[config.mk]
export PLATFORM = sky130hd
export DESIGN_NAME = bcm_top
export DESIGN_NICKNAME = d
export VERILOG_FILES = /design/src/hdl/bcm_clk_pkg.sv /design/src/hdl/bcm_reg_pkg.sv /design/src/hdl/bcm_top.sv /design/src/hdl/bcm_clk_divider.sv /design/src/hdl/bcm_clk_sources.sv /design/src/hdl/bcm_apb_regs.sv /design/src/hdl/bcm_sync_cell.sv
export SDC_FILE = /design/constraint.sdc
export NUM_CORES = 1
export LEC_CHECK = 0
export ABC_AREA = 1
export BUFFER_PORTS_ARGS = -buffer_cell sky130_fd_sc_hd__buf_2
export CAP_MARGIN = 30
export CELL_PAD_IN_SITES_DETAIL_PLACEMENT = 2
export CELL_PAD_IN_SITES_GLOBAL_PLACEMENT = 2
export CORE_AREA = 5 5 97 63
export CTS_CLUSTER_SIZE = 25
export DETAILED_ROUTE_END_ITERATION = 6
export DIE_AREA = 0 0 102 68
export PLACE_DENSITY = 0.82
export SETUP_SLACK_MARGIN = 0.02
export SYNTH_ARGS = -nofsm -noshare
export SYNTH_HDL_FRONTEND = slang
export SYNTH_SLANG_ARGS = --single-unit
[constraint.sdc]
create_clock -name mclk -period 1.45 [get_ports mclk]
set_input_delay 0.29 -clock mclk [delete_from_list [all_inputs] [get_ports mclk]]
set_output_delay 0.29 -clock mclk [all_outputs]
set_load 0.1 [all_outputs]
[src/hdl/bcm_clk_pkg.sv]
package bcm_clk_pkg;

  ////////////////////////////////////////
  // Clock divider
  ////////////////////////////////////////

  // Divider counter width, enough for divide by 8
  localparam int BCM_DIV_WD = 3;

  // Divide code as stored in DIVAx and DIVSx
  typedef enum logic [1:0] {
    DIV_1 = 2'b00,
    DIV_2 = 2'b01,
    DIV_4 = 2'b10,
    DIV_8 = 2'b11
  } div_sel_t;

  ////////////////////////////////////////
  // Resynchronization
  ////////////////////////////////////////

  // Flops in each synchronizer chain
  localparam int BCM_SYNC_STAGES = 2;

endpackage

[src/hdl/bcm_reg_pkg.sv]
package bcm_reg_pkg;

  ////////////////////////////////////////
  // Register block placement
  ////////////////////////////////////////

  // Byte address of the basic clock module registers
  localparam logic [15:0] BCM_BASE_ADDR = 16'h0050;

  // Low address bits decoded inside the block
  localparam int BCM_DEC_WD = 4;

  ////////////////////////////////////////
  // Register byte offsets
  ////////////////////////////////////////

  // BCSCTL1 sits in the high byte of word 0x0056
  localparam logic [3:0] BCSCTL1_OFS = 4'h7;
  // BCSCTL2 sits in the low byte of word 0x0058
  localparam logic [3:0] BCSCTL2_OFS = 4'h8;

  // Implemented bits
  // DIVAx only
  localparam logic [7:0] BCSCTL1_MASK = 8'h30;
  // SELS and DIVSx, no MCLK divider or SELMx
  localparam logic [7:0] BCSCTL2_MASK = 8'h0E;

  ////////////////////////////////////////
  // Field positions
  ////////////////////////////////////////

  // ACLK divider code in BCSCTL1
  localparam int DIVAX_LSB = 4;
  // SMCLK source select in BCSCTL2
  localparam int SELS_BIT  = 3;
  // SMCLK divider code in BCSCTL2
  localparam int DIVSX_LSB = 1;

endpackage
[src/hdl/bcm_top.sv]
`timescale 1ns/1ps

module bcm_top (
  input  logic        mclk,
  input  logic        puc_rst,
  // APB slave
  input  logic [15:0] paddr,
  input  logic        psel,
  input  logic        penable,
  input  logic        pwrite,
  input  logic [15:0] pwdata,
  input  logic [1:0]  pstrb,
  output logic [15:0] prdata,
  // Oscillator and low power controls
  input  logic        lfxt_clk,
  input  logic        oscoff,
  input  logic        scg1,
  // CPU enable, asynchronous
  input  logic        cpu_en,
  output logic        cpu_en_s,
  // Clock enables for the peripherals
  output logic        aclk_en,
  output logic        smclk_en
);

  import bcm_clk_pkg::*;

  // Register fields
  div_sel_t divax;
  div_sel_t divsx;
  logic     sels;

  // Undivided source ticks
  logic aclk_tick;
  logic smclk_tick;

  ////////////////////////////////////////
  // Control registers
  ////////////////////////////////////////

  bcm_apb_regs u_regs (
    .mclk    (mclk),
    .puc_rst (puc_rst),
    .paddr   (paddr),
    .psel    (psel),
    .penable (penable),
    .pwrite  (pwrite),
    .pwdata  (pwdata),
    .pstrb   (pstrb),
    .prdata  (prdata),
    .divax   (divax),
    .divsx   (divsx),
    .sels    (sels)
  );

  ////////////////////////////////////////
  // Sources and enables
  ////////////////////////////////////////

  bcm_clk_sources u_sources (
    .mclk       (mclk),
    .puc_rst    (puc_rst),
    .lfxt_clk   (lfxt_clk),
    .oscoff     (oscoff),
    .scg1       (scg1),
    .sels       (sels),
    .aclk_tick  (aclk_tick),
    .smclk_tick (smclk_tick)
  );

  // cpu_en gates both dividers
  bcm_sync_cell u_cpu_en_sync (
    .mclk    (mclk),
    .puc_rst (puc_rst),
    .d       (cpu_en),
    .q       (cpu_en_s)
  );

  // ACLK from the crystal, divided by DIVAx
  bcm_clk_divider u_aclk_div (
    .mclk     (mclk),
    .puc_rst  (puc_rst),
    .tick     (aclk_tick),
    .div_sel  (divax),
    .cpu_en_s (cpu_en_s),
    .clk_en   (aclk_en)
  );

  // SMCLK from the selected source, divided by DIVSx
  bcm_clk_divider u_smclk_div (
    .mclk     (mclk),
    .puc_rst  (puc_rst),
    .tick     (smclk_tick),
    .div_sel  (divsx),
    .cpu_en_s (cpu_en_s),
    .clk_en   (smclk_en)
  );

endmodule

[src/hdl/bcm_clk_divider.sv]
`timescale 1ns/1ps

module bcm_clk_divider (
  input  logic                  mclk,
  input  logic                  puc_rst,
  // Source tick, one mclk cycle wide
  input  logic                  tick,
  // Divide code from the control register
  input  bcm_clk_pkg::div_sel_t div_sel,
  // Synchronized CPU enable
  input  logic                  cpu_en_s,
  // Divided clock enable
  output logic                  clk_en
);

  import bcm_clk_pkg::*;

  ////////////////////////////////////////
  // Tick counter
  ////////////////////////////////////////

  logic [BCM_DIV_WD-1:0] div_cnt;
  logic                  div_hit;

  // Counter is parked at DIV_1
  always_ff @(posedge mclk or posedge puc_rst) begin
    if (puc_rst) begin
      div_cnt <= '0;
    end else if (tick && (div_sel != DIV_1)) begin
      div_cnt <= div_cnt + 1'b1;
    end
  end

  // Low counter bits all ones marks the qualifying tick
  always_comb begin
    case (div_sel)
      DIV_2:   div_hit = div_cnt[0];
      DIV_4:   div_hit = &div_cnt[1:0];
      DIV_8:   div_hit = &div_cnt[2:0];
      default: div_hit = 1'b1;
    endcase
  end

  ////////////////////////////////////////
  // Enable output
  ////////////////////////////////////////

  // Registered, one cycle after the tick
  always_ff @(posedge mclk or posedge puc_rst) begin
    if (puc_rst) begin
      clk_en <= 1'b0;
    end else begin
      clk_en <= tick & div_hit & cpu_en_s;
    end
  end

endmodule

[src/hdl/bcm_clk_sources.sv]
`timescale 1ns/1ps

module bcm_clk_sources (
  input  logic mclk,
  input  logic puc_rst,
  // Low frequency crystal, asynchronous to mclk
  input  logic lfxt_clk,
  // Crystal off request from the status register
  input  logic oscoff,
  // SMCLK off request from the status register
  input  logic scg1,
  // SMCLK source, high selects the crystal
  input  logic sels,
  output logic aclk_tick,
  output logic smclk_tick
);

  ////////////////////////////////////////
  // Crystal resync and edge detect
  ////////////////////////////////////////

  logic lfxt_clk_s;
  logic lfxt_clk_dly;
  logic lfxt_rise;

  // Bring the crystal into the mclk domain
  bcm_sync_cell u_lfxt_sync (
    .mclk    (mclk),
    .puc_rst (puc_rst),
    .d       (lfxt_clk),
    .q       (lfxt_clk_s)
  );

  // Previous sample for edge detection
  always_ff @(posedge mclk or posedge puc_rst) begin
    if (puc_rst) begin
      lfxt_clk_dly <= 1'b0;
    end else begin
      lfxt_clk_dly <= lfxt_clk_s;
    end
  end

  // One mclk cycle per crystal period
  assign lfxt_rise = lfxt_clk_s & ~lfxt_clk_dly;

  ////////////////////////////////////////
  // Source ticks
  ////////////////////////////////////////

  // oscoff only stops the crystal when SMCLK does not use it
  assign aclk_tick = lfxt_rise & ~(oscoff & ~sels);

  // SMCLK runs from mclk or from the crystal tick
  // scg1 stops it in both cases
  assign smclk_tick = ~scg1 & (sels ? aclk_tick : 1'b1);

endmodule

[src/hdl/bcm_apb_regs.sv]
`timescale 1ns/1ps

module bcm_apb_regs (
  input  logic                  mclk,
  input  logic                  puc_rst,
  // APB slave, zero wait states
  input  logic [15:0]           paddr,
  input  logic                  psel,
  input  logic                  penable,
  input  logic                  pwrite,
  input  logic [15:0]           pwdata,
  input  logic [1:0]            pstrb,
  output logic [15:0]           prdata,
  // Register fields
  output bcm_clk_pkg::div_sel_t divax,
  output bcm_clk_pkg::div_sel_t divsx,
  output logic                  sels
);

  import bcm_reg_pkg::*;
  import bcm_clk_pkg::*;

  ////////////////////////////////////////
  // Address decoder
  ////////////////////////////////////////

  // Block hit on the upper address bits
  logic                  blk_sel;
  // Word index inside the block
  logic [BCM_DEC_WD-2:0] word_addr;
  logic                  apb_wr;
  logic                  apb_rd;

  assign blk_sel   = psel & (paddr[15:BCM_DEC_WD] == BCM_BASE_ADDR[15:BCM_DEC_WD]);
  assign word_addr = paddr[BCM_DEC_WD-1:1];

  // Write commits at the end of the access phase
  assign apb_wr = blk_sel & penable & pwrite;
  assign apb_rd = blk_sel & penable & ~pwrite;

  // Per register word match
  logic bcsctl1_hit;
  logic bcsctl2_hit;

  assign bcsctl1_hit = (word_addr == BCSCTL1_OFS[BCM_DEC_WD-1:1]);
  assign bcsctl2_hit = (word_addr == BCSCTL2_OFS[BCM_DEC_WD-1:1]);

  ////////////////////////////////////////
  // Registers
  ////////////////////////////////////////

  logic [7:0] bcsctl1;
  logic [7:0] bcsctl2;
  logic       bcsctl1_wr;
  logic       bcsctl2_wr;

  // Offset bit 0 picks the byte lane and its strobe
  assign bcsctl1_wr = apb_wr & bcsctl1_hit & pstrb[BCSCTL1_OFS[0]];
  assign bcsctl2_wr = apb_wr & bcsctl2_hit & pstrb[BCSCTL2_OFS[0]];

  // BCSCTL1, unused bits forced to zero
  always_ff @(posedge mclk or posedge puc_rst) begin
    if (puc_rst) begin
      bcsctl1 <= 8'h00;
    end else if (bcsctl1_wr) begin
      bcsctl1 <= pwdata[8*BCSCTL1_OFS[0] +: 8] & BCSCTL1_MASK;
    end
  end

  // BCSCTL2, unused bits forced to zero
  always_ff @(posedge mclk or posedge puc_rst) begin
    if (puc_rst) begin
      bcsctl2 <= 8'h00;
    end else if (bcsctl2_wr) begin
      bcsctl2 <= pwdata[8*BCSCTL2_OFS[0] +: 8] & BCSCTL2_MASK;
    end
  end

  // Field outputs to the clock logic
  assign divax = div_sel_t'(bcsctl1[DIVAX_LSB +: 2]);
  assign divsx = div_sel_t'(bcsctl2[DIVSX_LSB +: 2]);
  assign sels  = bcsctl2[SELS_BIT];

  ////////////////////////////////////////
  // Read data
  ////////////////////////////////////////

  logic [7:0]  bcsctl1_byte;
  logic [7:0]  bcsctl2_byte;
  logic [15:0] bcsctl1_rd;
  logic [15:0] bcsctl2_rd;

  // Masked byte, zero unless selected
  assign bcsctl1_byte = bcsctl1 & BCSCTL1_MASK & {8{apb_rd & bcsctl1_hit}};
  assign bcsctl2_byte = bcsctl2 & BCSCTL2_MASK & {8{apb_rd & bcsctl2_hit}};

  // Place each byte in its own lane
  assign bcsctl1_rd = BCSCTL1_OFS[0] ? {bcsctl1_byte, 8'h00} : {8'h00, bcsctl1_byte};
  assign bcsctl2_rd = BCSCTL2_OFS[0] ? {bcsctl2_byte, 8'h00} : {8'h00, bcsctl2_byte};

  assign prdata = bcsctl1_rd | bcsctl2_rd;

endmodule

[src/hdl/bcm_sync_cell.sv]
`timescale 1ns/1ps

module bcm_sync_cell (
  input  logic mclk,
  input  logic puc_rst,
  // Asynchronous input
  input  logic d,
  // Resynchronized to mclk
  output logic q
);

  import bcm_clk_pkg::*;

  // Shift chain, first stage may go metastable
  logic [BCM_SYNC_STAGES-1:0] sync_q;

  always_ff @(posedge mclk or posedge puc_rst) begin
    if (puc_rst) begin
      sync_q <= '0;
    end else begin
      sync_q <= {sync_q[BCM_SYNC_STAGES-2:0], d};
    end
  end

  // Last stage is safe to use
  assign q = sync_q[BCM_SYNC_STAGES-1];

endmodule

==> results.py, run 1 <==
metrics = {
    "setup_path": {
        "cp-end-kind": "output port",
        "r2r_start": "u_aclk_div.div_cnt[0]",
        "rrSetupSlack_ps": 300,
        "cp_data_required_time_ps": 1160,
        "ff2ff_path_depth": 4,
        "critPathLaunchType": "primary input",
        "worstSetupPathType": "primary input to output port",
        "r2r-end": "u_aclk_div.div_cnt[2]",
        "path_max_fanout": 2,
        "arrival_ps": 1360,
    },
    "place": {
        "gp_congestion": 0.752,
        "dp_slack_ps": -307,
        "io_buffers": 38,
        "dp.final_hpwl_um": 2640,
    },
    "power": {
        "vdd_drop_max_mv": 0.298,
        "powerDensity_mw_per_mm2": 745,
        "power_leakage_nw": 0.837,
    },
    "yosys": {
        "netlist_area_mm2": 0.00109,
        "synth_cells": 135,
        "ys_seq_area_share_pct": 41.4,
        "yosysUniqueCellTypes": 23,
        "ys_warn_count": 0,
        "syn_avg_cell_area_um2": 8.05,
        "ys_ff_latch": 18,
    },
    "sta": {
        "finalSetupViolCount": 5,
        "finalCriticalPeriod_ps": 1650,
        "finalMaxSlewViolations": 0,
        "fin_skew_ps": 6.51,
        "max_freq_mhz": 605,
        "finalHoldViolCount": 0,
        "layout_setup_ws_ps": -204,
        "fin_crit_sh_pct": 114,
        "rsz0062_at_grt": "yes",
        "setup_total_negative_slack_ps": -890,
        "holdWs_ps": 38.1,
    },
    "drt": {
        "drt_first_pass_iters": 3,
        "wl_um": 3330,
        "wire_per_inst_um": 13.3,
        "antenna_left": 0,
        "drcViolationCount": 0,
        "drtIter0Drc": 9,
        "routed_via_density": 3.98,
        "num_vias": 998,
    },
    "clocking": {
        "cts_made_buffers": 3,
        "cts_root_buffer": "clkbuf_8",
        "ctsHoldBuffers": 0,
        "cts_max_level": 1,
        "worst_skew_pair.late_latency_ps": 260,
        "clock-sinks": 18,
        "cts.path.max_buffers": 2,
        "cts_tree": "done",
        "clk_pin_slew_ps": 70,
    },
    "floorplan": {
        "die_h_um": 68,
        "coreArea_mm2": 0.00523,
        "ios": 62,
        "rows": 21,
        "initial_core_util_pct": 20.8,
        "dieWidth_um": 102,
        "die_area_mm2": 0.00694,
    },
    "final_layout": {
        "final_common_cell": "nand2_1",
        "antenna_cells": 0,
        "mostFrequentLayoutCells": "nand2_1 (27), buf_2 (26), dfrtp_1 (18)",
        "synthToLayoutAreaGrowth_pct": 51.9,
        "final_nets": 230,
        "drive_above_1_share_pct": 43.4,
    },
    "job": {
        "maxCapViolCount": 0,
    },
    "global_route": {
        "grt_max_degree": 19,
        "grt.total_usage_pct": 9.46,
        "grt_pass1_wl_um": 5070,
        "grt_overflow": 0,
        "antenna_found_initial": 0,
        "grt_pass1_vias": 1119,
    },
    "hold_path": {
        "holdCritPathClass": "primary input to asynchronous set/reset pin",
    },
    "outcome": {
        "failed_checks": "setup timing",
        "status": "finished with violations",
    },
}
-- cells by family (layout without fill, tap and decap cells) --
group                    after synthesis  in the layout  share of synthesized area [%]
AND/OR/NAND/NOR                       65             65                           30.3
buffers and inverters                 35             72                           15.9
flip-flops                            18             18                           41.4
AO/OA/AOI/OAI                         10             10                           5.87
adder cells (fa/ha/maj)                4              4                           4.60
XOR/XNOR                               2              2                           1.61
other                                  1             11                          0.345
-- timing repair --
action / 4_1_cts / 5_1_grt
gates resized for setup: 8 / 18
setup buffers: 0 / 3
pin swaps: 7 / 8
endpoints found under the setup margin: 5 / 5
-- how the worst max path moves through the flow --
stage | startpoint | endpoint | slack [ps] | depth (start not counted)
3_3_place_gp | paddr[5] | prdata[3] | -280 | 9
6_report | paddr[11] | prdata[12] | -200 | 7
5_1_grt | paddr[11] | prdata[12] | -280 | 7
3_5_place_dp | paddr[5] | prdata[3] | -310 | 9
2_1_floorplan | paddr[9] | prdata[1] | -170 | 5
4_1_cts | paddr[7] | prdata[12] | -300 | 9
-- registers in the layout, indices dropped and copies added (netlist names) --
register and cells:
u_aclk_div.clk_en 1, u_aclk_div.div_cnt 3, u_cpu_en_sync.sync_q 2, u_regs.bcsctl1 2, u_regs.bcsctl2 3, u_smclk_div.clk_en 1, u_smclk_div.div_cnt 3, u_sources.lfxt_clk_dly 1
u_sources.u_lfxt_sync.sync_q 2
-- stage by stage --
step | instances | utilization, % | power [mW] | instance area, µm²
after CTS | 248 | 29.6 | 1.22 | 1550
after global routing | 251 | 31.6 | 1.29 | 1650
after detailed placement | 244 | 28.1 | 0.792 | 1470
after floorplan | 145 | - | 0.741 | 1170
after global placement | 244 | 28.1 | 0.785 | 1470
final | 251 | 31.6 | 1.23 | 1650
-- routing by layer --
layer	up-vias	routed length (µm)	track usage [%]
met1	485	1360	11.2
met2	20	1780	17.6
met3	4	147	2.24
met4	0	36	1.96
li1	489	-	-
met5	-	0	0
-- power breakdown --
group	total [mW]	switching, mW	internal [mW]
Sequential	0.515	0.00376	0.511
Clock	0.416	0.175	0.241
Combinational	0.299	0.225	0.0736
-- synth_stat cells, drive strengths merged --
master,number,area share (%)
conb,1,0.34
nand3,4,3.0
nand2,34,12
clkbuf,1,0.34
ha,4,4.6
o21ai,6,3.5
a21oi,2,1.3
xnor2,2,1.6
nand4,7,4.0
clkinv,1,0.34
a31oi,2,1.2
dfrtp,18,41
buf,11,7.6
nor2,19,9.6
inv,22,7.6
nor3,1,1.5
-- final cells by class --
class / instances / area (µm²)
fill: 604 / 3580
multi-input combinational: 92 / 587
sequential: 18 / 450
timing repair buffer: 45 / 369
inverter: 23 / 104
tap: 69 / 86.3
clock buffer: 4 / 55.1
-- critical path, stage by stage --
cell     delay (ps)
buf_2           120
nor2_4          110
nand3_4         100
nor3_4          270
nand2_2         140
nor2_4          150
buf_12          180
No activity file was read; power rests on OpenSTA's default activity.
==> inputs of run 2 (changes only) <==
Settings changed: CORE_AREA 5 5 97 63 to 5 5 102 66, CTS_CLUSTER_SIZE 25 to not set, DIE_AREA 0 0 102 68 to 0 0 107 71, PLACE_DENSITY 0.82 to 0.79.
Clock period 1.45 ns to 1.5 ns, I/O delays scaled along.
==> results.py, run 2 (synthesized netlist as in run 1, its figures left out) <==
metrics = {
    "global_route": {
        "antenna_found_initial": 0,
        "grt.total_usage_pct": 9.18,
        "grt_max_degree": 19,
        "grt_pass1_vias": 1180,
        "grt_pass1_wl_um": 5520,
        "grt_overflow": 0,
    },
    "power": {
        "vdd_drop_max_mv": 0.394,
        "total_power_mw": 1.12,
        "power_leakage_nw": 0.815,
        "powerDensity_mw_per_mm2": 688,
    },
    "floorplan": {
        "dieWidth_um": 107,
        "coreArea_mm2": 0.00578,
        "die_area_mm2": 0.00760,
        "initial_core_util_pct": 18.8,
        "rows": 22,
        "ios": 62,
        "die_h_um": 71,
    },
    "drt": {
        "drtIter0Drc": 35,
        "wl_um": 3400,
        "routed_via_density": 3.97,
        "num_vias": 1013,
        "drcViolationCount": 0,
        "wire_per_inst_um": 13.3,
        "drt_first_pass_iters": 2,
        "antenna_left": 0,
    },
    "sta": {
        "rsz0062_at_grt": "yes",
        "finalMaxSlewViolations": 0,
        "max_freq_mhz": 584,
        "finalHoldViolCount": 0,
        "finalCriticalPeriod_ps": 1710,
        "finalSetupViolCount": 5,
        "fin_skew_ps": 1.15,
        "layout_setup_ws_ps": -212,
        "fin_crit_sh_pct": 114,
    },
    "final_layout": {
        "antenna_cells": 0,
        "final_core_util_pct": 28.1,
        "final_nets": 232,
        "final_cells": 255,
        "final_common_cell": "nand2_1",
        "drive_above_1_share_pct": 43.7,
        "synthToLayoutAreaGrowth_pct": 49.5,
        "nFillCells": 675,
        "mostFrequentLayoutCells": "nand2_1 (27), buf_2 (25), dfrtp_1 (18)",
        "largestRegisters": "u_aclk_div.div_cnt x3, u_regs.bcsctl2 x3, u_smclk_div.div_cnt x3",
    },
    "outcome": {
        "status": "finished with violations",
        "failed_checks": "setup timing",
    },
    "setup_path": {
        "cpPeakStageDelay_ps": 280,
        "worstSetupPathType": "primary input to output port",
        "arrival_ps": 1410,
        "cp-end-kind": "output port",
        "rrSetupSlack_ps": 340,
        "critPathLaunchType": "primary input",
        "worst_path_max_delay_cell": "nor3_4",
        "cpMostUsedCell": "nor2_4",
        "cp_data_required_time_ps": 1200,
        "crit_chain": "buf_6 -> nor2_4 -> nand3_4 -> nor3_4 -> nand2_2 -> nor2_4 -> buf_12",
        "path_max_fanout": 2,
    },
    "hold_path": {
        "holdCritPathClass": "primary input to asynchronous set/reset pin",
    },
    "place": {
        "dp.final_hpwl_um": 2860,
        "io_buffers": 38,
        "dp.cells": 247,
        "gp_congestion": 0.712,
    },
    "clocking": {
        "cts_made_buffers": 3,
        "worst_skew_pair.late_latency_ps": 250,
        "clk_pin_slew_ps": 70,
        "cts_tree": "done",
        "cts_max_level": 1,
        "clock-sinks": 18,
        "cts_root_buffer": "clkbuf_8",
        "ctsHoldBuffers": 0,
        "cts.path.max_buffers": 2,
    },
    "job": {
        "maxCapViolCount": 0,
    },
}
==> run 2: changes by cell type in the layout (fill, tap and decap cells not counted) <==
cell,change
nor2_4,-1
clkinv_4,-2
buf_8,-2
buf_2,-1
buf_6,+3
nand2_4,-3
nand2_2,+3
clkbuf_8,-1
nor2_2,+1
inv_2,+2
buf_4,+2
==> run 2: report_power, final <==
part,switching (mW),internal (mW)
registers,0.00425,0.494
logic,0.213,0.0700
clock network,0.158,0.178
==> run 2: final timing paths <==
check                                           startpoint                               to  cells past startpoint
max reg2reg                         u_smclk_div.div_cnt[0]           u_smclk_div.div_cnt[2]                      4
max in group asynchronous                          puc_rst               u_smclk_div.clk_en                      3
min                                                puc_rst          u_cpu_en_sync.sync_q[1]                      3
max                                               paddr[8]                       prdata[12]                      7
min reg2reg                u_sources.u_lfxt_sync.sync_q[0]  u_sources.u_lfxt_sync.sync_q[1]                      0
min in group mclk                                 lfxt_clk  u_sources.u_lfxt_sync.sync_q[0]                      1
==> run 2: worst max-delay path, delay by kind of cell <==
kind / cells / cell delay [ps]
simple gates: 5 / 830
buf+inv: 2 / 280
==> run 2: repair_timing <==
item                       4_1_cts  5_1_grt
pin swaps                        8       10
buffers inserted                 2        3
gates resized for setup          9        8
setup endpoints to repair        5        5
==> run 2: per-stage QoR <==
step	cell area [µm²]	hold slack [ps]	setup TNS [ps]	setup slack (ps)
5_1_grt	1630	89.1	-1250	-280
6_report	1630	51.9	-936	-212
2_1_floorplan	1170	239	-703	-144
3_5_place_dp	1470	336	-1420	-309
3_3_place_gp	1470	327	-1190	-252
4_1_cts	1570	58.6	-1360	-280
==> run 2: layout make-up <==
type	instances	area [µm²]	area share, %
inverter	23	93.8	5.77
multi-input combinational	92	567	34.9
sequential	18	450	27.7
tap	72	90.1	5.54
timing repair buffer	47	383	23.6
clock buffer	3	41.3	2.54
==> run 2: metal layers <==
metal	GRT usage [%]	wire, µm	vias up	share of wire [%]
li1	-	-	496	-
met1	10.6	1430	490	42
met3	2.64	138	4	4.1
met4	1.42	34	0	1.0
met5	0	0	-	0
met2	17.2	1790	23	53
